==> config.mk <==
export PLATFORM = sky130hd
export DESIGN_NAME = mem_cache_tag_flat
export DESIGN_NICKNAME = d
export VERILOG_FILES = /design/src/rtl/simt_pkg.sv /design/src/rtl/mem_pkg.sv /design/src/rtl/mem_stage_if.sv /design/src/rtl/mem_cache_tag.sv /design/src/flat_wrapper.sv
export SDC_FILE = /design/constraint.sdc
export NUM_CORES = 1
export LEC_CHECK = 0
export ABC_AREA = 1
export BUFFER_PORTS_ARGS = -buffer_cell sky130_fd_sc_hd__buf_4
export CAP_MARGIN = 40
export CORE_AREA = 2 2 321 323
export CTS_CLUSTER_SIZE = 28
export DETAILED_ROUTE_END_ITERATION = 8
export DIE_AREA = 0 0 323 325
export PLACE_DENSITY = 0.39
export SYNTH_ARGS = -nofsm -noshare
export SYNTH_HDL_FRONTEND = slang
export SYNTH_SLANG_ARGS = --single-unit
==> constraint.sdc <==
create_clock -name clk -period 1.9 [get_ports clk]
set_input_delay 0.095 -clock clk [delete_from_list [all_inputs] [get_ports clk]]
set_output_delay 0.095 -clock clk [all_outputs]
set_load 0.01 [all_outputs]
==> src/rtl/simt_pkg.sv <==
package simt_pkg;

	localparam int NUM_LANES = 8;

	typedef logic [2:0] warp_id_t;

	// Scoreboard slot that issued the instruction.
	typedef logic [1:0] scb_id_t;

	// One bit per lane.
	typedef logic [NUM_LANES-1:0] lane_mask_t;

	typedef logic [4:0] reg_addr_t;

	typedef logic [31:0] lane_word_t;

	// Lane 0 sits in the low bits.
	typedef logic [NUM_LANES*32-1:0] lane_vec_t;

endpackage

==> src/rtl/mem_pkg.sv <==
package mem_pkg;

	// Word address inside one memory space.
	typedef logic [15:0] word_addr_t;

	// Eight lane addresses, lane 0 in the low bits.
	typedef logic [8*16-1:0] addr_vec_t;

	localparam int LINE_WORDS = 8;

	// Instruction offset, sign extended before the add.
	typedef logic signed [15:0] offset_t;

endpackage

==> src/rtl/mem_stage_if.sv <==
interface mem_stage_if
	import simt_pkg::*;
	import mem_pkg::*;
();

	logic       valid;
	logic       is_read;
	logic       is_write;
	logic       shared;
	warp_id_t   warp;
	scb_id_t    scb;
	lane_mask_t mask;
	reg_addr_t  reg_addr;
	addr_vec_t  addr;
	lane_vec_t  data;
	// High when the slot may proceed.
	logic       hit;

	modport src (
		output valid, is_read, is_write, shared, warp, scb,
		output mask, reg_addr, addr, data, hit
	);

	modport dst (
		input valid, is_read, is_write, shared, warp, scb,
		input mask, reg_addr, addr, data, hit
	);

endinterface

==> src/rtl/mem_cache_tag.sv <==
module mem_cache_tag
	import simt_pkg::*;
	import mem_pkg::*;
#(
	parameter int mem_words   = 256,
	parameter int cache_lines = 4
)
(
	input  logic     clk,
	input  logic     rst,
	mem_stage_if.dst in_i,
	mem_stage_if.src out_o
);

	localparam int aw        = $bits(word_addr_t);
	localparam int addr_bits = $clog2(mem_words);
	localparam int off_bits  = $clog2(LINE_WORDS);
	localparam int idx_bits  = $clog2(cache_lines);
	localparam int tag_bits  = addr_bits - off_bits - idx_bits;

	typedef logic [idx_bits-1:0] line_idx_t;
	typedef logic [tag_bits-1:0] cache_tag_t;

	logic [cache_lines-1:0] line_valid_q;
	cache_tag_t             tag_q [cache_lines];
	line_idx_t              lane_idx [NUM_LANES];
	cache_tag_t             lane_tag [NUM_LANES];
	lane_mask_t             lane_hit;
	lane_mask_t             lane_miss;
	line_idx_t              fill_idx;
	cache_tag_t             fill_tag;
	logic                   all_hit;
	logic                   fill;

	// Bits above the memory depth are dropped, so addresses wrap.
	always_comb
	begin
		for (int l = 0; l < NUM_LANES; l++)
		begin
			lane_idx[l] = in_i.addr[l*aw + off_bits +: idx_bits];
			lane_tag[l] = in_i.addr[l*aw + off_bits + idx_bits +: tag_bits];
			lane_hit[l] = line_valid_q[lane_idx[l]] && (tag_q[lane_idx[l]] == lane_tag[l]);
		end
	end

	assign lane_miss = in_i.mask & ~lane_hit;
	assign all_hit   = in_i.shared || (lane_miss == '0);
	assign fill      = in_i.valid && !all_hit;

	// Lowest missing lane picks the line to install.
	always_comb
	begin
		fill_idx = lane_idx[0];
		fill_tag = lane_tag[0];
		for (int l = NUM_LANES - 1; l >= 0; l--)
		begin
			if (lane_miss[l])
			begin
				fill_idx = lane_idx[l];
				fill_tag = lane_tag[l];
			end
		end
	end

	always_ff @(posedge clk, negedge rst)
	begin
		if (!rst)
			line_valid_q <= '0;
		else if (fill)
			line_valid_q[fill_idx] <= 1'b1;
	end

	always_ff @(posedge clk)
	begin
		if (fill)
			tag_q[fill_idx] <= fill_tag;
	end

	always_ff @(posedge clk, negedge rst)
	begin
		if (!rst)
		begin
			out_o.valid    <= 1'b0;
			out_o.is_read  <= 1'b0;
			out_o.is_write <= 1'b0;
		end
		else
		begin
			out_o.valid    <= in_i.valid;
			out_o.is_read  <= in_i.is_read;
			out_o.is_write <= in_i.is_write;
		end
	end

	always_ff @(posedge clk)
	begin
		out_o.shared   <= in_i.shared;
		out_o.warp     <= in_i.warp;
		out_o.scb      <= in_i.scb;
		out_o.mask     <= in_i.mask;
		out_o.reg_addr <= in_i.reg_addr;
		out_o.addr     <= in_i.addr;
		out_o.data     <= in_i.data;
		out_o.hit      <= all_hit;
	end

	// Operand collection never issues a combined read and write.
	rw_exclusive: assert property (@(posedge clk) disable iff (!rst)
		in_i.valid |-> !(in_i.is_read && in_i.is_write));

endmodule

==> src/flat_wrapper.sv <==
// flat-port wrapper written by rule: the top's interface ports become plain ports
module mem_cache_tag_flat import simt_pkg::*; import mem_pkg::*;
#(
	parameter int mem_words   = 256,
	parameter int cache_lines = 4
)
  (clk, rst, in_i_valid, in_i_is_read, in_i_is_write, in_i_shared, in_i_warp, in_i_scb, in_i_mask, in_i_reg_addr, in_i_addr, in_i_data, in_i_hit, out_o_valid, out_o_is_read, out_o_is_write, out_o_shared, out_o_warp, out_o_scb, out_o_mask, out_o_reg_addr, out_o_addr, out_o_data, out_o_hit);
  mem_stage_if in_i_i ();
  mem_stage_if out_o_i ();
  input  logic clk;
  input  logic rst;
  input wire logic [$bits(in_i_i.valid)-1:0] in_i_valid;
  input wire logic [$bits(in_i_i.is_read)-1:0] in_i_is_read;
  input wire logic [$bits(in_i_i.is_write)-1:0] in_i_is_write;
  input wire logic [$bits(in_i_i.shared)-1:0] in_i_shared;
  input wire logic [$bits(in_i_i.warp)-1:0] in_i_warp;
  input wire logic [$bits(in_i_i.scb)-1:0] in_i_scb;
  input wire logic [$bits(in_i_i.mask)-1:0] in_i_mask;
  input wire logic [$bits(in_i_i.reg_addr)-1:0] in_i_reg_addr;
  input wire logic [$bits(in_i_i.addr)-1:0] in_i_addr;
  input wire logic [$bits(in_i_i.data)-1:0] in_i_data;
  input wire logic [$bits(in_i_i.hit)-1:0] in_i_hit;
  output wire logic [$bits(out_o_i.valid)-1:0] out_o_valid;
  output wire logic [$bits(out_o_i.is_read)-1:0] out_o_is_read;
  output wire logic [$bits(out_o_i.is_write)-1:0] out_o_is_write;
  output wire logic [$bits(out_o_i.shared)-1:0] out_o_shared;
  output wire logic [$bits(out_o_i.warp)-1:0] out_o_warp;
  output wire logic [$bits(out_o_i.scb)-1:0] out_o_scb;
  output wire logic [$bits(out_o_i.mask)-1:0] out_o_mask;
  output wire logic [$bits(out_o_i.reg_addr)-1:0] out_o_reg_addr;
  output wire logic [$bits(out_o_i.addr)-1:0] out_o_addr;
  output wire logic [$bits(out_o_i.data)-1:0] out_o_data;
  output wire logic [$bits(out_o_i.hit)-1:0] out_o_hit;
  assign in_i_i.valid = in_i_valid;
  assign in_i_i.is_read = in_i_is_read;
  assign in_i_i.is_write = in_i_is_write;
  assign in_i_i.shared = in_i_shared;
  assign in_i_i.warp = in_i_warp;
  assign in_i_i.scb = in_i_scb;
  assign in_i_i.mask = in_i_mask;
  assign in_i_i.reg_addr = in_i_reg_addr;
  assign in_i_i.addr = in_i_addr;
  assign in_i_i.data = in_i_data;
  assign in_i_i.hit = in_i_hit;
  assign out_o_valid = out_o_i.valid;
  assign out_o_is_read = out_o_i.is_read;
  assign out_o_is_write = out_o_i.is_write;
  assign out_o_shared = out_o_i.shared;
  assign out_o_warp = out_o_i.warp;
  assign out_o_scb = out_o_i.scb;
  assign out_o_mask = out_o_i.mask;
  assign out_o_reg_addr = out_o_i.reg_addr;
  assign out_o_addr = out_o_i.addr;
  assign out_o_data = out_o_i.data;
  assign out_o_hit = out_o_i.hit;
  mem_cache_tag #(.mem_words(mem_words), .cache_lines(cache_lines)) u_core (.clk(clk), .rst(rst), .in_i(in_i_i), .out_o(out_o_i));
endmodule
Word-level counts from Yosys, hierarchy flattened. Memories as Yosys holds them, arrays and structs flattened. Cells that the tools add are included.

RAM bits: 12. Memories kept: 1. Output and inout bits: 407. Register bits after elaboration: 411.

Memories: u_core.tag_q (words 4, width 3, rd ports 8, clocked after Yosys merged registers in 0, wr ports 1, RTL line mem_cache_tag.sv:25) `cache_tag_t tag_q [cache_lines];`.

Bitwise operators: 3. Equal/unequal tests: 8. Reduce and logical (&&, ||, !) cells: 13. Magnitude comparators: 10. Muxes and demuxes: 36.

Operators with widths (count): less-than comparator 2 x 3 -> 1 bit (second input constant) (9); equality test 3 bit (8); two-way mux 3 bit (8); binary-select mux 1 bit (select 2 bit) (8); two-way mux 2 bit (8); two-way mux 1 bit (11); logical AND 1 bit (10); bitwise AND 8 bit (1); logical NOT 8 bit (1); inverter 8 bit (1); OR 4 bit (1); demux 1 bit (select 2 bit) (1); greater-or-equal comparator 2 x 1 -> 1 bit (second input constant) (1); logical NOT 1 bit (1); logical OR 1 bit (1).

Depth between registers and ports, before layout. Gate-level depths: netlist of run 1.

Depth in word-level cells: 18. Mapped depth: 23. Gate-level depth less buffers: 22.

Worst setup path after synthesis of run 1. OpenSTA, ideal clock, no wires.

Path type: register -> register. Start point: memory u_core.tag_q[1][1] in the netlist's numbering. End point: memory u_core.tag_q[0][0] in the netlist's numbering, enable pin. Data arrival time: 1.751 ns. Slack: -0.170 ns. Stages on the path, launching flop included: 19. Library setup time: 0.319 ns. Path buffers: 1. Path through: edfxtp_1 buf_2 a21oi_1 o21ai_1 nand3_1 nand2_1 nor2_1 nand2_2 nand2_4 nand2_2 inv_2 nand2_1 nand2_1 nand2_1 nand2_1 nand2_1 nand2_2 nand3_2 nor2_1.

RTL lines (RTL line): start, declared (mem_cache_tag.sv:25).

==> metrics, run 1 <==
vias in the first global route=12245; I/O pin count=816; Pwr Total=0.0235 W; final hold vios=0; most numerous cell in the Yosys netlist=dfxtp_1; Worst-path clk slew=0.06 ns; area grow syn2layout=137%; CP Max Fanout=6; Die Y=325 um; power per standard cell area=919 mW/mm^2; Starting DRT DRC Count=438; largest net degree at the start of global routing=16; Place WS=-0.563 ns; row cnt=117; multi-input logic area=0.00215 mm^2; global-route wire length before repair=94700 um; adder-cell area share of the yosys netlist=0%; Max clock buf depth=3; setup slack, reg-to-reg=-0.53 ns; grt total ovfl=0; via/cell ratio=3.18; DP Area=0.0191 mm^2; flop and latch count out of synthesis=423; async set-reset flop share out of synthesis=1.65%; main area contributors after synthesis=dfxtp_1 (75%), nand2_1 (5.3%), edfxtp_1 (3.3%), nand3_1 (2.6%), dfrtp_1 (1.6%); Synth Area in XOR/XNOR=0.650%; Startpoint Class=flop; largest family of logic cells by synthesized area=simple AND/OR/NAND/NOR gates; RSZ-0062 raised after global routing=yes; fin area=0.0256 mm^2; Slew HR=71.4%; clock latency at the later pin of the worst-skew pair=0.60 ns; Synth Area in Simple Gates=11.2%; worst r2r src=u_core.tag_q[2][2]; Setup Skew=0.00712 ns; Post-synth top cells=dfxtp_1 (404), nand2_1 (152), nand3_1 (56), inv_1 (37), a21oi_1 (34); Core ar.=0.101 mm^2; WP data required=2.26 ns; H-tree levels=2; initial antenna violation count=22; Worst Hold Endpoint=u_core.out_o.addr[92]; maximum clock frequency=0.411 GHz; Max-Cap Viols=0; post-route minimum period=2.43 ns; FF-to-FF End=u_core.tag_q[1][0]; mux share of post-synthesis cell area=0%; largest area contributor in the netlist=dfxtp_1; drt wl/cell=19.5 um; Top FF cell, synth=dfxtp_1; Num Clock Sinks=423; post-synth cell types=34; Avg Cell Area, Syn=12.5 um^2; Worst Setup SP=u_core.tag_q[2][2]; total negative setup slack=-12.90 ns; die area=0.105 mm^2; final slew viol count=0; WS Path Type=reg -> reg; routed wire length=71300 um; cell area after synthesis=0.0108 mm^2; Buffers on Ports=814; share of cells above drive strength 1=49.8%; worst reg2reg path depth=18; Slew @ Worst Pin=0.424 ns; post-synthesis sequential area ratio=80.0%; post-synthesis compound-gate area fraction=4.86%; routability cong.=0.867; global-route usage over all layers=12.9%; HP Start=in_i_addr[92]; iteration count of the initial detailed-routing pass=4; Starting Density=10.6%; post-layout util=25.3%; CTS Root Cell=clkbuf_16; IR drop worst, VDD=0.718 mV; syn nets=1274; final setup violation count=29; NumNets Final=2636; DIE WIDTH=323 um; number of flops mapped to enable cells by yosys=12; HPWL Detailed=57300 um; setup ws final=-0.532 ns; Final Cycle Share=128%; Post-Synthesis Cells=865; DRT antenna net count=0; critical path capture point type=flop; Yosys top cell area share=75.0%; failing checks=negative setup slack; FF+latch area=0.00862 mm^2; Pleak=11.8 nW; yosys warns=0; Fillers=10775; CTS buffer count=52; TritonCTS clock tree=yes; Arr. time, crit path=2.79 ns; Hold Path Class=in -> reg; Via Count=11621; Residual DRC=0; Worst Hold Depth=2; status=finished, violations left
[state kept, by name, summed over array words and instances (netlist names)]
signal and cells:
u_core.out_o.warp 3, u_core.out_o.data 256, u_core.out_o.mask 8, u_core.out_o.is_read 1, u_core.out_o.hit 1, u_core.tag_q 12
u_core.line_valid_q 4, u_core.out_o.is_write 1, u_core.out_o.scb 2, u_core.out_o.addr 128, u_core.out_o.reg_addr 5, u_core.out_o.shared 1
u_core.out_o.valid 1
[metal layers]
metal	part of all wire, %	up-vias	global-route usage [%]
li1	-	5516	-
met1	43	5546	16.1
met2	48	483	21.8
met3	6.8	72	3.43
met4	2.0	4	3.52
met5	0.029	-	0
[kinds of logic after synthesis]
| family | count (synthesis) |
|---|---|
| AND/OR/NAND/NOR | 265 |
| XOR/XNOR | 8 |
| AO/OA/AOI/OAI | 96 |
| flip-flops | 423 |
| buffers and inverters | 73 |
[worst max-delay path by stage]
stage,endpoint,depth (start not counted),slack [ns]
2_1_floorplan,u_core.tag_q[0][0],18,-0.11
3_3_place_gp,u_core.tag_q[0][1],14,-0.57
3_5_place_dp,u_core.tag_q[1][2],17,-0.56
4_1_cts,u_core.tag_q[1][0],20,-0.46
5_1_grt,u_core.tag_q[1][0],20,-0.67
6_report,u_core.tag_q[1][0],18,-0.53
[repair_timing]
action / 4_1_cts / 5_1_grt
buffers inserted: 17 / 13
gates cloned: 0 / 0
hold buffers: 408 / 0
pin swaps: 51 / 45
hold endpoints to repair: 434 / 0
resized for setup: 69 / 46
setup endpoints to repair: 29 / 29
[where the power goes]
group | switching [W] | internal (W) | leakage (nW)
clock network | 0.00421 | 0.00618 | 0.846
logic | 0.00153 | 0.00200 | 7.38
registers | 0.000205 | 0.00941 | 3.59
[area by class of cell]
| type | instances | area share, % |
|---|---|---|
| clock buffers | 69 | 5.60 |
| diodes | 17 | 0.166 |
| inverters | 56 | 0.860 |
| well taps | 1368 | 6.68 |
| clock inverters | 26 | 1.39 |
| repair buffers | 1325 | 43.2 |
| multi-input cells | 369 | 8.39 |
| flip-flops and latches | 423 | 33.7 |
[layout by cell type (no fill, tap or decap), types with 6 or more instances in the layout]
cell / count
a21oi_1: 27
a21oi_2: 11
buf_4: 893
buf_6: 23
bufinv_16: 6
clkbuf_1: 10
clkbuf_16: 52
clkbuf_8: 7
clkinvlp_4: 9
dfrtp_1: 7
dfxtp_1: 404
diode_2: 17
dlygate4sd3_1: 408
edfxtp_1: 12
inv_1: 32
inv_2: 20
nand2_1: 129
nand2_2: 31
nand2_4: 16
nand3_1: 31
nand3_2: 27
nor2_1: 17
o21ai_0: 19
o21ai_1: 22
o21ai_2: 7
[worst max-delay path, cell delays in order, from the launching register on]
cell and delay, ns:
edfxtp_1 0.55, nand2_1 0.11, nand3_2 0.11, nand2_1 0.06, nand2_1 0.05, nand2_1 0.06, nor2_1 0.12, nand2_2 0.09
nand2_4 0.12, inv_2 0.06, buf_6 0.12, nor3_4 0.23, nand2_2 0.10, nand3_2 0.08, inv_2 0.06, nand3_4 0.10
inv_2 0.04, nand2_2 0.09, inv_2 0.05
[stage by stage]
stage                     std cells  hold slack (ns)
after floorplan                 865           -0.201
after CTS                      3624           0.0353
after detailed placement       3105          -0.0768
after global placement         3105          -0.0786
final                          3653            0.105
after global routing           3643           0.0664
Note: power is estimated with default switching activity, not from simulation.
==> run 2: changes to the inputs <==
--- a/config.mk
+++ b/config.mk
@@ -5,14 +5,16 @@
 export SDC_FILE = /design/constraint.sdc
 export NUM_CORES = 1
 export LEC_CHECK = 0
-export ABC_AREA = 1
+export ABC_AREA = 0
 export BUFFER_PORTS_ARGS = -buffer_cell sky130_fd_sc_hd__buf_4
 export CAP_MARGIN = 40
-export CORE_AREA = 2 2 321 323
+export CELL_PAD_IN_SITES_DETAIL_PLACEMENT = 1
+export CELL_PAD_IN_SITES_GLOBAL_PLACEMENT = 1
+export CORE_AREA = 2 2 317 319
 export CTS_CLUSTER_SIZE = 28
 export DETAILED_ROUTE_END_ITERATION = 8
-export DIE_AREA = 0 0 323 325
-export PLACE_DENSITY = 0.39
+export DIE_AREA = 0 0 319 321
+export PLACE_DENSITY = 0.45
 export SYNTH_ARGS = -nofsm -noshare
 export SYNTH_HDL_FRONTEND = slang
 export SYNTH_SLANG_ARGS = --single-unit
==> run 2 against run 1 <==
The run still ends with negative setup slack left. Critical path depth shrank 10. Via count shrank 7.1%. Core utilization grew 0.38 points. Combinational power grew 5%. Clock power is essentially flat. Sequential power is essentially flat. Critical path type unchanged. First-iteration DRC count shrank 15%. Wire length shrank 6.3%. Highest routed layer unchanged. Synthesized area shrank 2.4%. Count of clock-buffer cells in the layout grew 4. Global-route usage shrank 0.44 points. Register-to-register slack lost 0.65 ns.
==> metrics, run 2 <==
Avg Cell Area, Syn=16.5 um^2; Yosys top cell area share=76.8%; Worst-path clk slew=0.06 ns; most numerous cell in the Yosys netlist=dfxtp_1; post-synth cell types=60; IR drop worst, VDD=0.586 mV; max reg flops=256; failing checks=negative setup slack; Core ar.=0.0993 mm^2; grt total ovfl=0; Pleak=11.5 nW; main area contributors after synthesis=dfxtp_1 (77%), edfxtp_1 (3.4%), mux4_2 (3.0%), mux2i_1 (1.8%), dfrtp_1 (1.7%); yosys warns=0; sw frac=24.7%; Top Layer Used=met5; WS Path Type=reg -> reg; Num Clock Sinks=423; vias in the first global route=12308; combinational share of power=15.5%; row cnt=116; cell area after synthesis=0.0105 mm^2; critical path capture point type=flop; post-route minimum period=3.08 ns; Final Hold Slack=0.103 ns; Starting Density=10.6%; Worst Hold Depth=2; Via Count=10800; Slew HR=74.0%; initial antenna violation count=14; async set-reset flop share out of synthesis=1.65%; Top FF cell, synth=dfxtp_1; WP data required=2.22 ns; drt wl/cell=19.8 um; Arr. time, crit path=3.40 ns; DRT antenna net count=0; global-route usage over all layers=12.5%; Post-Synthesis Cells=639; NumNets Final=2435; switching pwr=0.00593 W; maximum clock frequency=0.325 GHz; commonest cells after routing, fill and taps aside=buf_4 (932), dlygate4sd3_1 (408), dfxtp_1 (404); met2 WL=33400 um; setup ws final=-1.18 ns; number of flops mapped to enable cells by yosys=12; post-synthesis sequential area ratio=81.9%; final slew viol count=0; die area=0.102 mm^2; H-tree levels=2; DIE WIDTH=319 um; RSZ-0062 raised after global routing=yes; Slew @ Worst Pin=0.379 ns; fin area=0.0255 mm^2; final hold vios=0; Startpoint Class=flop; Int Power=0.0180 W; via/cell ratio=3.20; DP Area=0.0191 mm^2; commonest non-fill, non-tap cell in the layout=buf_4; status=finished, violations left; Hold Path Class=in -> reg; CTS buffer count=54; worst reg2reg path depth=8; syn nets=1048; power per standard cell area=941 mW/mm^2; share of cells above drive strength 1=53.7%; global-route wire length before repair=91200 um; Post-synth top cells=dfxtp_1 (404), mux2i_1 (19), xor2_1 (18), mux4_2 (14); TritonCTS clock tree=yes; sequential share of power=40.1%; Final Cycle Share=162%; flop and latch count out of synthesis=423; clock power share=44.4%; wire length on met1=25800 um; HPWL Detailed=51700 um; CP Max Fanout=6; Top Registers=u_core.out_o.data x256, u_core.out_o.addr x128, u_core.tag_q x12; wire length on met3=5120 um; Top reg by flops=u_core.out_o.data; Setup Skew=0.00898 ns; Die Y=321 um; final setup violation count=29; post-layout util=25.7%; iteration count of the initial detailed-routing pass=4; area grow syn2layout=142%; Residual DRC=0; largest area contributor in the netlist=dfxtp_1; largest net degree at the start of global routing=16; Max-Cap Viols=0; Max clock buf depth=3; I/O pin count=816; routability cong.=0.822; CTS Root Cell=clkbuf_16; Buffers on Ports=814; Starting DRT DRC Count=374; clock latency at the later pin of the worst-skew pair=0.62 ns; routed wire length=66800 um
## run 2: cell count changes after synthesis, moves of 19 or more
cell     change
nand2_1    -142
o21ai_0     -24
a21oi_1     -28
nand3_1     -56
mux2i_1     +19
inv_1       -29
## run 2: power by group through the flow
stage | Combinational [W] | Sequential [W] | Clock (W)
global placement | 0.00283 | 0.00978 | 0
detailed placement | 0.00284 | 0.00979 | 0
CTS | 0.00370 | 0.00960 | 0.0111
floorplan | 0.000518 | 0.00998 | 0
finish | 0.00372 | 0.00960 | 0.0106
global route | 0.00394 | 0.00964 | 0.0114
## run 2: critical path, cell delays in order, from the launching register on
cell,delay (ns)
edfxtp_1,0.49
buf_4,0.19
mux4_2,0.49
xor2_1,0.16
o31a_1,0.41
a2111oi_4,0.30
a2111oi_4,0.14
or3b_4,0.45
nor2_4,0.14
## run 2: timing repair
action                     in CTS  in global routing
hold endpoints to repair      418                  0
pin swaps                      12                  6
gates resized for setup        39                 21
setup endpoints to repair      29                 29
hold buffers                  408                  0
buffers inserted               14                  4
## run 2: layout make-up
| class | count | area [um^2] |
|---|---|---|
| fill | 11101 | 73800 |
| multi-input combinational | 189 | 2110 |
| inverter | 8 | 30.0 |
| timing repair buffer | 1350 | 11200 |
| tap | 1298 | 1620 |
| clock buffer | 73 | 1510 |
| clock inverter | 24 | 340 |
| sequential | 423 | 8620 |
| antenna | 8 | 20.0 |
## run 2: worst paths after layout
kind                                                to  slack [ns]                    from
min in group asynchronous        u_core.out_o.is_write        0.47                     rst
worst max-delay path                u_core.tag_q[2][2]       -1.18      u_core.tag_q[0][1]
worst max register to register      u_core.tag_q[2][2]       -1.18      u_core.tag_q[0][1]
worst min register to register  u_core.line_valid_q[0]        0.71  u_core.line_valid_q[0]
worst min-delay path             u_core.out_o.addr[47]        0.10           in_i_addr[47]
max in group asynchronous       u_core.line_valid_q[1]        1.14                     rst
## run 2: logic make-up (layout without fill, tap and decap cells)
family,after synthesis,count (layout),synth area share (%)
buffers and inverters,27,1455,1.11
multiplexers,49,49,6.80
flip-flops,423,423,81.9
AO/OA/AOI/OAI,61,61,5.09
XOR/XNOR,30,30,2.50
other,0,8,0
AND/OR/NAND/NOR,49,49,2.63
## run 2: through the flow
| stage | worst slack (ns) | cells | setup TNS [ns] | total power (W) |
|---|---|---|---|---|
| after floorplan | -0.877 | 639 | -21.29 | 0.0105 |
| after global placement | -1.32 | 2843 | -32.78 | 0.0126 |
| after detailed placement | -1.41 | 2843 | -35.49 | 0.0126 |
| after CTS | -1.19 | 3361 | -31.34 | 0.0244 |
| after global routing | -1.28 | 3370 | -34.26 | 0.0250 |
| final | -1.18 | 3373 | -31.73 | 0.0240 |
## run 2: per-layer routing
layer | global-route usage (%) | up-vias
met5 | 0 | -
met3 | 4.45 | 102
met1 | 14.1 | 5256
li1 | - | 4983
met4 | 4.64 | 12
met2 | 21.6 | 447
