--- src/rtl/simt_pkg.sv ---
package simt_pkg;

	localparam int NUM_LANES = 8;

	typedef logic [2:0] warp_id_t;

	// Scoreboard slot that issued the instruction.
	typedef logic [1:0] scb_id_t;

	// One bit per lane.
	typedef logic [NUM_LANES-1:0] lane_mask_t;

	typedef logic [4:0] reg_addr_t;

	typedef logic [31:0] lane_word_t;

	// Lane 0 sits in the low bits.
	typedef logic [NUM_LANES*32-1:0] lane_vec_t;

endpackage

--- src/rtl/mem_pkg.sv ---
package mem_pkg;

	// Word address inside one memory space.
	typedef logic [15:0] word_addr_t;

	// Eight lane addresses, lane 0 in the low bits.
	typedef logic [8*16-1:0] addr_vec_t;

	localparam int LINE_WORDS = 8;

	// Instruction offset, sign extended before the add.
	typedef logic signed [15:0] offset_t;

endpackage

--- src/rtl/mem_stage_if.sv ---
interface mem_stage_if
	import simt_pkg::*;
	import mem_pkg::*;
();

	logic       valid;
	logic       is_read;
	logic       is_write;
	logic       shared;
	warp_id_t   warp;
	scb_id_t    scb;
	lane_mask_t mask;
	reg_addr_t  reg_addr;
	addr_vec_t  addr;
	lane_vec_t  data;
	// High when the slot may proceed.
	logic       hit;

	modport src (
		output valid, is_read, is_write, shared, warp, scb,
		output mask, reg_addr, addr, data, hit
	);

	modport dst (
		input valid, is_read, is_write, shared, warp, scb,
		input mask, reg_addr, addr, data, hit
	);

endinterface

--- src/rtl/mem_writeback.sv ---
module mem_writeback
	import simt_pkg::*;
(
	input  logic       clk,
	input  logic       rst,
	mem_stage_if.dst   in_i,
	output logic       cdb_we_o,
	output reg_addr_t  cdb_reg_addr_o,
	output lane_mask_t cdb_mask_o,
	output lane_vec_t  cdb_data_o,
	output logic       pos_fb_valid_o,
	output warp_id_t   pos_fb_warp_o,
	output scb_id_t    pos_fb_scb_o,
	output lane_mask_t pos_fb_mask_o,
	output logic       neg_fb_valid_o,
	output warp_id_t   neg_fb_warp_o,
	output scb_id_t    neg_fb_scb_o
);

	always_ff @(posedge clk, negedge rst)
	begin
		if (!rst)
		begin
			cdb_we_o       <= 1'b0;
			pos_fb_valid_o <= 1'b0;
			neg_fb_valid_o <= 1'b0;
		end
		else
		begin
			cdb_we_o       <= in_i.valid && in_i.hit && in_i.is_read;
			pos_fb_valid_o <= in_i.valid && in_i.hit && (in_i.is_read || in_i.is_write);
			// A miss goes back to the scoreboard for replay.
			neg_fb_valid_o <= in_i.valid && !in_i.hit;
		end
	end

	always_ff @(posedge clk)
	begin
		cdb_reg_addr_o <= in_i.reg_addr;
		cdb_mask_o     <= in_i.mask;
		cdb_data_o     <= in_i.data;
		pos_fb_warp_o  <= in_i.warp;
		pos_fb_scb_o   <= in_i.scb;
		pos_fb_mask_o  <= in_i.mask;
		neg_fb_warp_o  <= in_i.warp;
		neg_fb_scb_o   <= in_i.scb;
	end

	// Every valid slot ends in exactly one of the two feedback strobes.
	fb_exclusive: assert property (@(posedge clk) disable iff (!rst)
		in_i.valid |=> $onehot({pos_fb_valid_o, neg_fb_valid_o}));

endmodule

--- src/flat_wrapper.sv ---
// flat-port wrapper written by rule: the top's interface ports become plain ports
module mem_writeback_flat import simt_pkg::*;
  (clk, rst, cdb_we_o, cdb_reg_addr_o, cdb_mask_o, cdb_data_o, pos_fb_valid_o, pos_fb_warp_o, pos_fb_scb_o, pos_fb_mask_o, neg_fb_valid_o, neg_fb_warp_o, neg_fb_scb_o, in_i_valid, in_i_is_read, in_i_is_write, in_i_shared, in_i_warp, in_i_scb, in_i_mask, in_i_reg_addr, in_i_addr, in_i_data, in_i_hit);
  mem_stage_if in_i_i ();
  input  logic clk;
  input  logic rst;
  output logic cdb_we_o;
  output reg_addr_t cdb_reg_addr_o;
  output lane_mask_t cdb_mask_o;
  output lane_vec_t cdb_data_o;
  output logic pos_fb_valid_o;
  output warp_id_t pos_fb_warp_o;
  output scb_id_t pos_fb_scb_o;
  output lane_mask_t pos_fb_mask_o;
  output logic neg_fb_valid_o;
  output warp_id_t neg_fb_warp_o;
  output scb_id_t neg_fb_scb_o;
  input wire logic [$bits(in_i_i.valid)-1:0] in_i_valid;
  input wire logic [$bits(in_i_i.is_read)-1:0] in_i_is_read;
  input wire logic [$bits(in_i_i.is_write)-1:0] in_i_is_write;
  input wire logic [$bits(in_i_i.shared)-1:0] in_i_shared;
  input wire logic [$bits(in_i_i.warp)-1:0] in_i_warp;
  input wire logic [$bits(in_i_i.scb)-1:0] in_i_scb;
  input wire logic [$bits(in_i_i.mask)-1:0] in_i_mask;
  input wire logic [$bits(in_i_i.reg_addr)-1:0] in_i_reg_addr;
  input wire logic [$bits(in_i_i.addr)-1:0] in_i_addr;
  input wire logic [$bits(in_i_i.data)-1:0] in_i_data;
  input wire logic [$bits(in_i_i.hit)-1:0] in_i_hit;
  assign in_i_i.valid = in_i_valid;
  assign in_i_i.is_read = in_i_is_read;
  assign in_i_i.is_write = in_i_is_write;
  assign in_i_i.shared = in_i_shared;
  assign in_i_i.warp = in_i_warp;
  assign in_i_i.scb = in_i_scb;
  assign in_i_i.mask = in_i_mask;
  assign in_i_i.reg_addr = in_i_reg_addr;
  assign in_i_i.addr = in_i_addr;
  assign in_i_i.data = in_i_data;
  assign in_i_i.hit = in_i_hit;
  mem_writeback u_core (.clk(clk), .rst(rst), .in_i(in_i_i), .cdb_we_o(cdb_we_o), .cdb_reg_addr_o(cdb_reg_addr_o), .cdb_mask_o(cdb_mask_o), .cdb_data_o(cdb_data_o), .pos_fb_valid_o(pos_fb_valid_o), .pos_fb_warp_o(pos_fb_warp_o), .pos_fb_scb_o(pos_fb_scb_o), .pos_fb_mask_o(pos_fb_mask_o), .neg_fb_valid_o(neg_fb_valid_o), .neg_fb_warp_o(neg_fb_warp_o), .neg_fb_scb_o(neg_fb_scb_o));
endmodule
--- config.mk ---
export PLATFORM = sky130hd
export DESIGN_NAME = mem_writeback_flat
export DESIGN_NICKNAME = d
export VERILOG_FILES = /design/src/rtl/simt_pkg.sv /design/src/rtl/mem_pkg.sv /design/src/rtl/mem_stage_if.sv /design/src/rtl/mem_writeback.sv /design/src/flat_wrapper.sv
export SDC_FILE = /design/constraint.sdc
export NUM_CORES = 1
export LEC_CHECK = 0
export ABC_AREA = 1
export BUFFER_PORTS_ARGS = -buffer_cell sky130_fd_sc_hd__buf_2
export CAP_MARGIN = 20
export CORE_AREA = 2 2 274 276
export DETAILED_ROUTE_END_ITERATION = 8
export DIE_AREA = 0 0 276 278
export GPL_TIMING_DRIVEN = 0
export PLACE_DENSITY = 0.3
export SLEW_MARGIN = 20
export SYNTH_ARGS = -nofsm -noshare
export SYNTH_HDL_FRONTEND = slang
export SYNTH_SLANG_ARGS = --single-unit
--- constraint.sdc ---
create_clock -name clk -period 0.8 [get_ports clk]
set_input_delay 0.12 -clock clk [delete_from_list [all_inputs] [get_ports clk]]
set_output_delay 0.12 -clock clk [all_outputs]
set_load 0.01 [all_outputs]
; After elaboration in Yosys (flattened, before gate mapping)
; Index checks and enable logic that the tools add are counted.
[word_totals]
ff_bits = 277
input_bits = 409
out_inout_bits = 290
[op_classes]
n_reduce_logical = 6
[op_table]
columns = op, count
row1 = $logic_and 1x1->1, 4
row2 = $logic_not 1->1, 1
row3 = $logic_or 1x1->1, 1

; Longest topological paths before layout
; Gate-level depths: netlist of the first run.
[logic_depth]
depth_word = 2
mapped_depth = 2
mapped_depth_nobuf = 2

; Worst setup path after synthesis of the first run
; No wires, ideal clock.
[synth_timing]
kind = reg2out
startpoint = reg u_core.cdb_mask_o[0] (netlist name)
endpoint = out pos_fb_mask_o[0]
arrival_ns = 0.485
setup_slack_ns = 0.195
stages_incl_launch_ff = 2
path_cell_list = dfxtp_1 > buf_4
[synth_rtl]
columns = element, line_no
row1 = "end, declared", flat_wrapper.sv:14  ; output lane_mask_t pos_fb_mask_o;

; Worst setup path in the final report of the first run
[layout_timing]
startpoint = reg u_core.pos_fb_warp_o[0]
endpoint = out pos_fb_warp_o[0]
[layout_rtl]
columns = element, line_no
row1 = "start, declared", mem_writeback.sv:12  ; output warp_id_t pos_fb_warp_o,
row2 = "start signal, assigned", mem_writeback.sv:42  ; pos_fb_warp_o <= in_i.warp;
row3 = "end, declared", flat_wrapper.sv:12  ; output warp_id_t pos_fb_warp_o;
; No word-level cell between the ends.

==> impl_metrics.json, run 1 <==
{
  "cts_buffer_depth": 3,
  "root_buffer": "clkbuf_16",
  "hpwl_mm": 21.7,
  "crit_chain": "buf_6 > buf_6",
  "status": "finished with violations",
  "path_buf_inv": 2,
  "critPathTopFamily": "flip-flops",
  "fmax_mhz": 833,
  "cts_buffers": 36,
  "post-place-ws_ns": 0.0225,
  "finalNonFillerCells": 2180,
  "nets": 1593,
  "ys_seq_elements": 277,
  "synth_area_sq_mm": 0.00568,
  "grt_remaining_overflow": 0,
  "grt_max_degree": 13,
  "syn_avg_cell_area_sq_um": 19.1,
  "die-area_sq_mm": 0.0767,
  "min_period_ns": 1.20,
  "finalWeightedCongestion": 0.762,
  "die_width_um": 276,
  "via_count": 5705,
  "cts_sinks": 277,
  "die_y_um": 278,
  "relSlewSlack_pct": 90.5,
  "required_ns": 0.68,
  "yosysSeqAreaShare_pct": 97.8,
  "tightest_slew_ns": 0.142,
  "p_per_area_mw_per_mm2": 2340,
  "min_path_type": "in2reg",
  "path_max_fanout": 2,
  "antenna_found_initial": 8,
  "yosys_warnings": 0,
  "setup_tns_ns": -83.47,
  "cp.arrival_ns": 1.08,
  "worst_slack_ns": -0.400,
  "grt_usage_pct": 7.12,
  "routed_wl_mm": 28.7,
  "firstDrtPassIters": 6,
  "fillCellCount": 7888,
  "cts_tree": "yes",
  "htree_levels": 2,
  "crit_type": "reg2out",
  "core_area_sq_mm": 0.0738,
  "syn-instance-count": 297,
  "clk_pin_slew_ns": 0.06,
  "dp_cells": 1835,
  "drtIter0Drc": 137,
  "maxCapViolations": 0,
  "maxSlewViolCount": 0,
  "viasPerCell": 2.62,
  "start_util_pct": 7.70,
  "drt-wirelength-per-cell_um": 13.2,
  "mostFrequentLayoutCells": "370 x buf_2, 280 x dlygate4sd3_1, 208 x buf_6",
  "critPathSlowestCell": "dfxtp_2",
  "cpPeakStageDelay_ns": 0.33,
  "end_kind": "output port",
  "synth_fp_nets": 706,
  "startpoint_type": "flip-flop",
  "rsz0062_at_grt": "yes",
  "setup_viol": 290,
  "drive_above_1_share_pct": 68.4,
  "io_pins": 699,
  "crit_top_cell": "buf_6",
  "port_buffers": 569,
  "area_growth_syn_to_layout_pct": 170,
  "hold_viol": 0,
  "violations": "DRC, setup timing",
  "min_period_over_period_pct": 150,
  "synth_cell_types": 6,
  "final_common_cell": "buf_2",
  "drc": 35,
  "vdd_drop_max_mv": 1.49,
  "num_rows": 100,
  "ant_nets": 0,
  "p_leak_nw": 6.91,
  "grt_first_pass_wirelength_mm": 40.2,
  "grt_pass1_vias": 6457
}
[cells in the mapped netlist (all sizes together)]
library cell | n | share of area [%]
dfxtp | 274 | 97
buf | 13 | 1.7
nor2 | 4 | 0.26
dfrtp | 3 | 1.3
inv | 2 | 0.13
nand2 | 1 | 0.066
[final timing paths]
path | startpoint | to | slack (ns) | cells past startpoint
min in group asynchronous | rst | u_core.pos_fb_valid_o | 0.49 | 3
worst max-delay path | u_core.pos_fb_warp_o[0] | pos_fb_warp_o[0] | -0.40 | 2
worst min-delay path | in_i_data[16] | u_core.cdb_data_o[16] | 0.21 | 2
max in group asynchronous | rst | u_core.neg_fb_valid_o | 0.16 | 3
[flip-flops by register name, indices dropped and copies added (netlist names)]
register	cells
u_core.cdb_data_o	256
u_core.cdb_we_o	1
u_core.cdb_reg_addr_o	5
u_core.pos_fb_valid_o	1
u_core.pos_fb_warp_o	3
u_core.neg_fb_valid_o	1
u_core.neg_fb_scb_o	2
u_core.cdb_mask_o	8
[metrics by stage]
| stage | power [mW] | utilization (%) | area (sq um) | hold WS, ns |
|---|---|---|---|---|
| after floorplan | 15.5 | - | 5680 | -0.176 |
| after global placement | 17.2 | 13.2 | 9740 | -0.0811 |
| after detailed placement | 17.2 | 13.2 | 9740 | -0.0819 |
| after CTS | 36.5 | 19.9 | 14700 | 0.151 |
| after global routing | 37.7 | 20.8 | 15400 | 0.167 |
| final | 36.0 | 20.8 | 15400 | 0.211 |
[repair_timing]
action / 4_1_cts / 5_1_grt
setup buffers: 0 / 0
endpoints found under the hold margin: 280 / 0
hold buffers: 280 / 0
resized for setup: 282 / 171
endpoints found under the setup margin: 290 / 290
[per-layer routing]
metal / GRT usage (%) / share of wire, % / up-vias
li1: - / - / 2687
met1: 7.09 / 35 / 2585
met2: 12.4 / 50 / 369
met3: 3.41 / 12 / 60
met4: 3.54 / 3.8 / 4
met5: 0 / 0.10 / -
[cells by family after synthesis]
| group | Yosys count | synth area share (%) |
|---|---|---|
| AND/OR/NAND/NOR | 5 | 0.330 |
| buffers and inverters | 15 | 1.85 |
| flip-flops | 277 | 97.8 |
[power by group]
group          internal (mW)  total [mW]  switching [mW]
combinational           2.53        3.82            1.30
sequential              14.6        15.0           0.337
clock                   10.7        17.2            6.41
[cell type report]
type | instances | area (sq um) | area share (%)
Buffer | 13 | 146 | 0.953
Multi-Input combinational cell | 5 | 18.8 | 0.122
Tap cell | 969 | 1210 | 7.89
Clock buffer | 47 | 1030 | 6.73
Sequential cell | 277 | 5800 | 37.8
Inverter | 2 | 7.51 | 0.0489
Antenna cell | 2 | 5.00 | 0.0326
Clock inverter | 16 | 230 | 1.50
Timing Repair Buffer | 849 | 6910 | 45.0
(Power assumes the default switching activity.)
==> inputs of run 2 (changes only) <==
--- a/config.mk
+++ b/config.mk
@@ -12,6 +12,7 @@
 export DETAILED_ROUTE_END_ITERATION = 8
 export DIE_AREA = 0 0 276 278
 export GPL_TIMING_DRIVEN = 0
+export HOLD_SLACK_MARGIN = 0.15
 export PLACE_DENSITY = 0.3
 export SLEW_MARGIN = 20
 export SYNTH_ARGS = -nofsm -noshare
==> constraint.sdc (replaced) <==
create_clock -name clk -period 1.3 [get_ports clk]
set_input_delay 0.195 -clock clk [delete_from_list [all_inputs] [get_ports clk]]
set_output_delay 0.195 -clock clk [all_outputs]
set_load 0.01 [all_outputs]
==> run 2 against run 1 <==
  * The flow finishes with violations (DRC)
  * Count of clock-buffer cells in the layout stayed put
  * Routed wire length is 1.8% lower
  * Sequential share of layout area is 2.4 points higher
  * Clock power is 39% lower
  * Cell count is 0.46% lower
  * Utilization is 2.0 points lower
  * Global-route usage hardly changed
  * Combinational power is 48% lower
  * Critical path type unchanged
  * Critical endpoint is now pos_fb_valid_o
  * Highest routed layer unchanged
==> impl_metrics.json, run 2 (synthesis results as in run 1) <==
{
  "status": "finished with violations",
  "largest_register_ffs": 256,
  "tightest_slew_ns": 0.146,
  "post-place-ws_ns": 0.447,
  "core_area_sq_mm": 0.0738,
  "min_period_over_period_pct": 95.2,
  "firstDrtPassIters": 6,
  "cpPeakStageDelay_ns": 0.37,
  "io_pins": 699,
  "hold_viol": 0,
  "relSlewSlack_pct": 90.2,
  "finalWeightedCongestion": 0.762,
  "crit_cells": 1,
  "setup_viol": 0,
  "p_per_area_mw_per_mm2": 1550,
  "grt_usage_pct": 7.09,
  "mostFrequentLayoutCells": "547 x buf_2, 283 x dlygate4sd3_1, 250 x dfxtp_1",
  "die_width_um": 276,
  "clk_pin_slew_ns": 0.06,
  "nets": 1583,
  "port_buffers": 569,
  "critPathTopFamily": "flip-flops",
  "antenna_found_initial": 8,
  "cts_sinks": 277,
  "crit_type": "reg2out",
  "critPathSlowestCell": "dfrtp_1",
  "die-area_sq_mm": 0.0767,
  "hold_depth": 2,
  "via_count": 5657,
  "min_path_type": "in2reg",
  "cts_buffer_depth": 3,
  "post-route-util_pct": 18.8,
  "reg_top3": "u_core.cdb_data_o (256), u_core.cdb_mask_o (8), u_core.cdb_reg_addr_o (5)",
  "power_mw": 21.6,
  "num_rows": 100,
  "min_period_ns": 1.24,
  "regMostFlops": "u_core.cdb_data_o",
  "area_growth_syn_to_layout_pct": 145,
  "ant_nets": 0,
  "cts_buffers": 36,
  "routed_wl_mm": 28.2,
  "post_cts_buffers": 0,
  "worst_slack_ns": 0.0625,
  "grt_first_pass_wirelength_mm": 39.9,
  "maxSlewViolCount": 0,
  "die_y_um": 278,
  "drt-wirelength-per-cell_um": 13.0,
  "path_buf_inv": 1,
  "grt_max_degree": 13,
  "grt_pass1_vias": 6377,
  "p_leak_nw": 6.47,
  "violations": "DRC",
  "cts_tree": "yes",
  "dp_cells": 1835,
  "end_kind": "output port",
  "start_util_pct": 7.70,
  "cp.arrival_ns": 1.04,
  "drtIter0Drc": 141,
  "required_ns": 1.11,
  "htree_levels": 2,
  "startpoint_type": "flip-flop",
  "crit_chain": "buf_2",
  "path_max_fanout": 1,
  "hpwl_mm": 21.7,
  "drc": 35,
  "root_buffer": "clkbuf_16",
  "viasPerCell": 2.61,
  "drive_above_1_share_pct": 54.5,
  "rsz0062_at_grt": "yes",
  "grt_remaining_overflow": 0,
  "hold_ws_ns": 0.287,
  "vdd_drop_max_mv": 0.932,
  "maxCapViolations": 0,
  "finalNonFillerCells": 2170,
  "fmax_mhz": 808,
  "final_common_cell": "buf_2"
}
## run 2: repair_timing
| action | CTS | global route |
|---|---|---|
| hold buffers | 283 | 0 |
| resized for setup | 53 | 5 |
| endpoints found under the hold margin | 280 | 0 |
| gates cloned | 0 | 0 |
| endpoints found under the setup margin | 26 | 5 |
## run 2: path summary, 6_finish.rpt
kind                                  startpoint               endpoint  slack (ns)
worst max-delay path       u_core.pos_fb_valid_o         pos_fb_valid_o        0.06
max in group asynchronous                    rst  u_core.neg_fb_valid_o        0.59
min in group asynchronous                    rst  u_core.pos_fb_valid_o        0.57
worst min-delay path               in_i_data[16]  u_core.cdb_data_o[16]        0.29
## run 2: final cells by class
cell class,instances,area (sq um)
diodes,2,5.00
fillers,8061,59900
clock inverters,16,230
flip-flops and latches,277,5590
inverters,2,7.51
repair buffers,852,5810
clock buffers,47,1030
multi-input cells,5,18.8
well taps,969,1210
## run 2: per-stage QoR
stage / area [sq um] / setup TNS, ns
final: 13900 / 0
after global routing: 13900 / -0.00871
after CTS: 13900 / -0.0275
after detailed placement: 9740 / 0
after global placement: 9740 / 0
after floorplan: 5680 / 0
## run 2: metal layers
layer | GRT usage [%] | wire length, um
met4 | 3.90 | 1220
met1 | 6.93 | 9780
met2 | 12.2 | 13800
met3 | 3.58 | 3380
met5 | 0 | 30
## run 2: report_power, final
group          total, mW  internal (mW)  switching [mW]
sequential          9.10           8.96           0.137
clock               10.5           6.61            3.91
combinational       1.98           1.20           0.785
total               21.6           16.8            4.83
==> inputs of run 3 (changes only) <==
--- a/config.mk
+++ b/config.mk
@@ -14,6 +14,7 @@
 export GPL_TIMING_DRIVEN = 0
 export HOLD_SLACK_MARGIN = 0.15
 export PLACE_DENSITY = 0.3
+export RECOVER_POWER = 25
 export SLEW_MARGIN = 20
 export SYNTH_ARGS = -nofsm -noshare
 export SYNTH_HDL_FRONTEND = slang
==> run 3 against run 2 <==
  * The flow still finishes with violations (DRC)
  * Power about the same
  * Count of clock-buffer cells in the layout unchanged
  * Critical path depth unchanged
  * Clock power about the same
  * Sequential share of layout area about the same
  * Die area unchanged
  * First-iteration DRC count increased by 0.71%
  * Worst hold slack unchanged
  * Combinational power about the same
  * Sequential cell count unchanged
  * Global-route usage unchanged
  * Critical path type unchanged
  * Largest power group unchanged
==> impl_metrics.json, run 3 (synthesis results as in run 1) <==
{
  "port_buffers": 569,
  "die_y_um": 278,
  "cp.arrival_ns": 1.04,
  "fmax_mhz": 808,
  "critPathTopFamily": "flip-flops",
  "num_rows": 100,
  "start_util_pct": 7.70,
  "maxSlewViolCount": 0,
  "drt-wirelength-per-cell_um": 13.0,
  "hold_depth": 2,
  "min_path_type": "in2reg",
  "end_kind": "output port",
  "cts_buffer_depth": 3,
  "post_cts_buffers": 0,
  "path_max_fanout": 1,
  "drive_above_1_share_pct": 54.4,
  "crit_cells": 1,
  "violations": "DRC",
  "root_buffer": "clkbuf_16",
  "regMostFlops": "u_core.cdb_data_o",
  "die_width_um": 276,
  "cts_sinks": 277,
  "dp_cells": 1835,
  "cts_buffers": 36,
  "required_ns": 1.11,
  "reg_top3": "u_core.cdb_data_o (256), u_core.cdb_mask_o (8), u_core.cdb_reg_addr_o (5)",
  "critPathSlowestCell": "dfrtp_1",
  "hpwl_mm": 21.7,
  "io_pins": 699,
  "min_period_over_period_pct": 95.2,
  "seq_power_share_pct": 42.1,
  "largest_register_ffs": 256,
  "status": "finished with violations",
  "relSlewSlack_pct": 90.2,
  "finalNonFillerCells": 2170,
  "cpPeakStageDelay_ns": 0.37,
  "crit_chain": "buf_2",
  "intPower_mw": 16.8,
  "firstDrtPassIters": 6,
  "area_growth_syn_to_layout_pct": 145,
  "hold_viol": 0,
  "p_leak_nw": 6.47,
  "vdd_drop_max_mv": 0.932,
  "min_period_ns": 1.24,
  "cts_tree": "yes",
  "power_mw": 21.6,
  "ant_nets": 0,
  "rsz0062_at_grt": "yes",
  "startpoint_type": "flip-flop",
  "maxCapViolations": 0,
  "nets": 1583,
  "mostFrequentLayoutCells": "546 x buf_2, 283 x dlygate4sd3_1, 250 x dfxtp_1",
  "drc": 35,
  "path_buf_inv": 1,
  "core_area_sq_mm": 0.0738,
  "grt_pass1_vias": 6377,
  "die-area_sq_mm": 0.0767,
  "setup_viol": 0,
  "viasPerCell": 2.61,
  "post-route-util_pct": 18.8,
  "p_sw_mw": 4.83,
  "antenna_found_initial": 8,
  "crit_type": "reg2out",
  "tightest_slew_ns": 0.146,
  "grt_remaining_overflow": 0,
  "pwr-share-clk_pct": 48.7,
  "via_count": 5659,
  "drtIter0Drc": 142,
  "htree_levels": 2,
  "final_common_cell": "buf_2",
  "clk_pin_slew_ns": 0.06,
  "p_comb_share_pct": 9.2,
  "grt_max_degree": 13,
  "finalWeightedCongestion": 0.762,
  "p_per_area_mw_per_mm2": 1550,
  "swShare_pct": 22.4,
  "grt_first_pass_wirelength_mm": 39.9,
  "grt_usage_pct": 7.09,
  "routed_wl_mm": 28.2
}
==> run 3: area by class of cell <==
class,instances,area [sq um]
Clock buffer,47,1030
Fill cell,8062,59900
Multi-Input combinational cell,5,18.8
Antenna cell,2,5.00
Sequential cell,277,5590
Tap cell,969,1210
Timing Repair Buffer,852,5810
Inverter,2,7.51
Clock inverter,16,230
==> run 3: metal layers <==
metal	GRT usage [%]	routed length, um
met5	0	30
met4	3.90	1220
met3	3.58	3380
met2	12.2	13800
met1	6.93	9770
==> run 3: metrics by stage <==
stage	instance area, sq um	setup WS (ns)	hold slack [ns]	TNS (ns)
global placement	9740	0.455	-0.00613	0
floorplan	5680	0.620	-0.101	0
finish	13900	0.0625	0.287	0
CTS	13900	-0.0177	0.226	-0.0275
detailed placement	9740	0.447	-0.00695	0
global route	13900	-0.00871	0.242	-0.00871
==> run 3: power groups by stage <==
stage | Clock, mW | Combinational (mW) | Sequential (mW)
3_5_place_dp | 0 | 1.31 | 9.27
2_1_floorplan | 0 | 0.0449 | 9.50
5_1_grt | 11.4 | 2.12 | 9.14
4_1_cts | 11.1 | 2.02 | 9.10
6_report | 10.5 | 1.98 | 9.10
3_3_place_gp | 0 | 1.32 | 9.26
==> run 3: path summary, 6_finish.rpt <==
check                      slack [ns]                   from                     to
min in group asynchronous        0.57                    rst  u_core.pos_fb_valid_o
max in group asynchronous        0.59                    rst  u_core.neg_fb_valid_o
hold / removal                   0.29          in_i_data[16]  u_core.cdb_data_o[16]
setup / recovery                 0.06  u_core.pos_fb_valid_o         pos_fb_valid_o
==> run 3: timing repair <==
item / in CTS / in global routing
hold endpoints to repair: 280 / 0
hold buffers: 283 / 0
cloned: 0 / 0
resized for setup: 53 / 5
endpoints found under the setup margin: 26 / 5
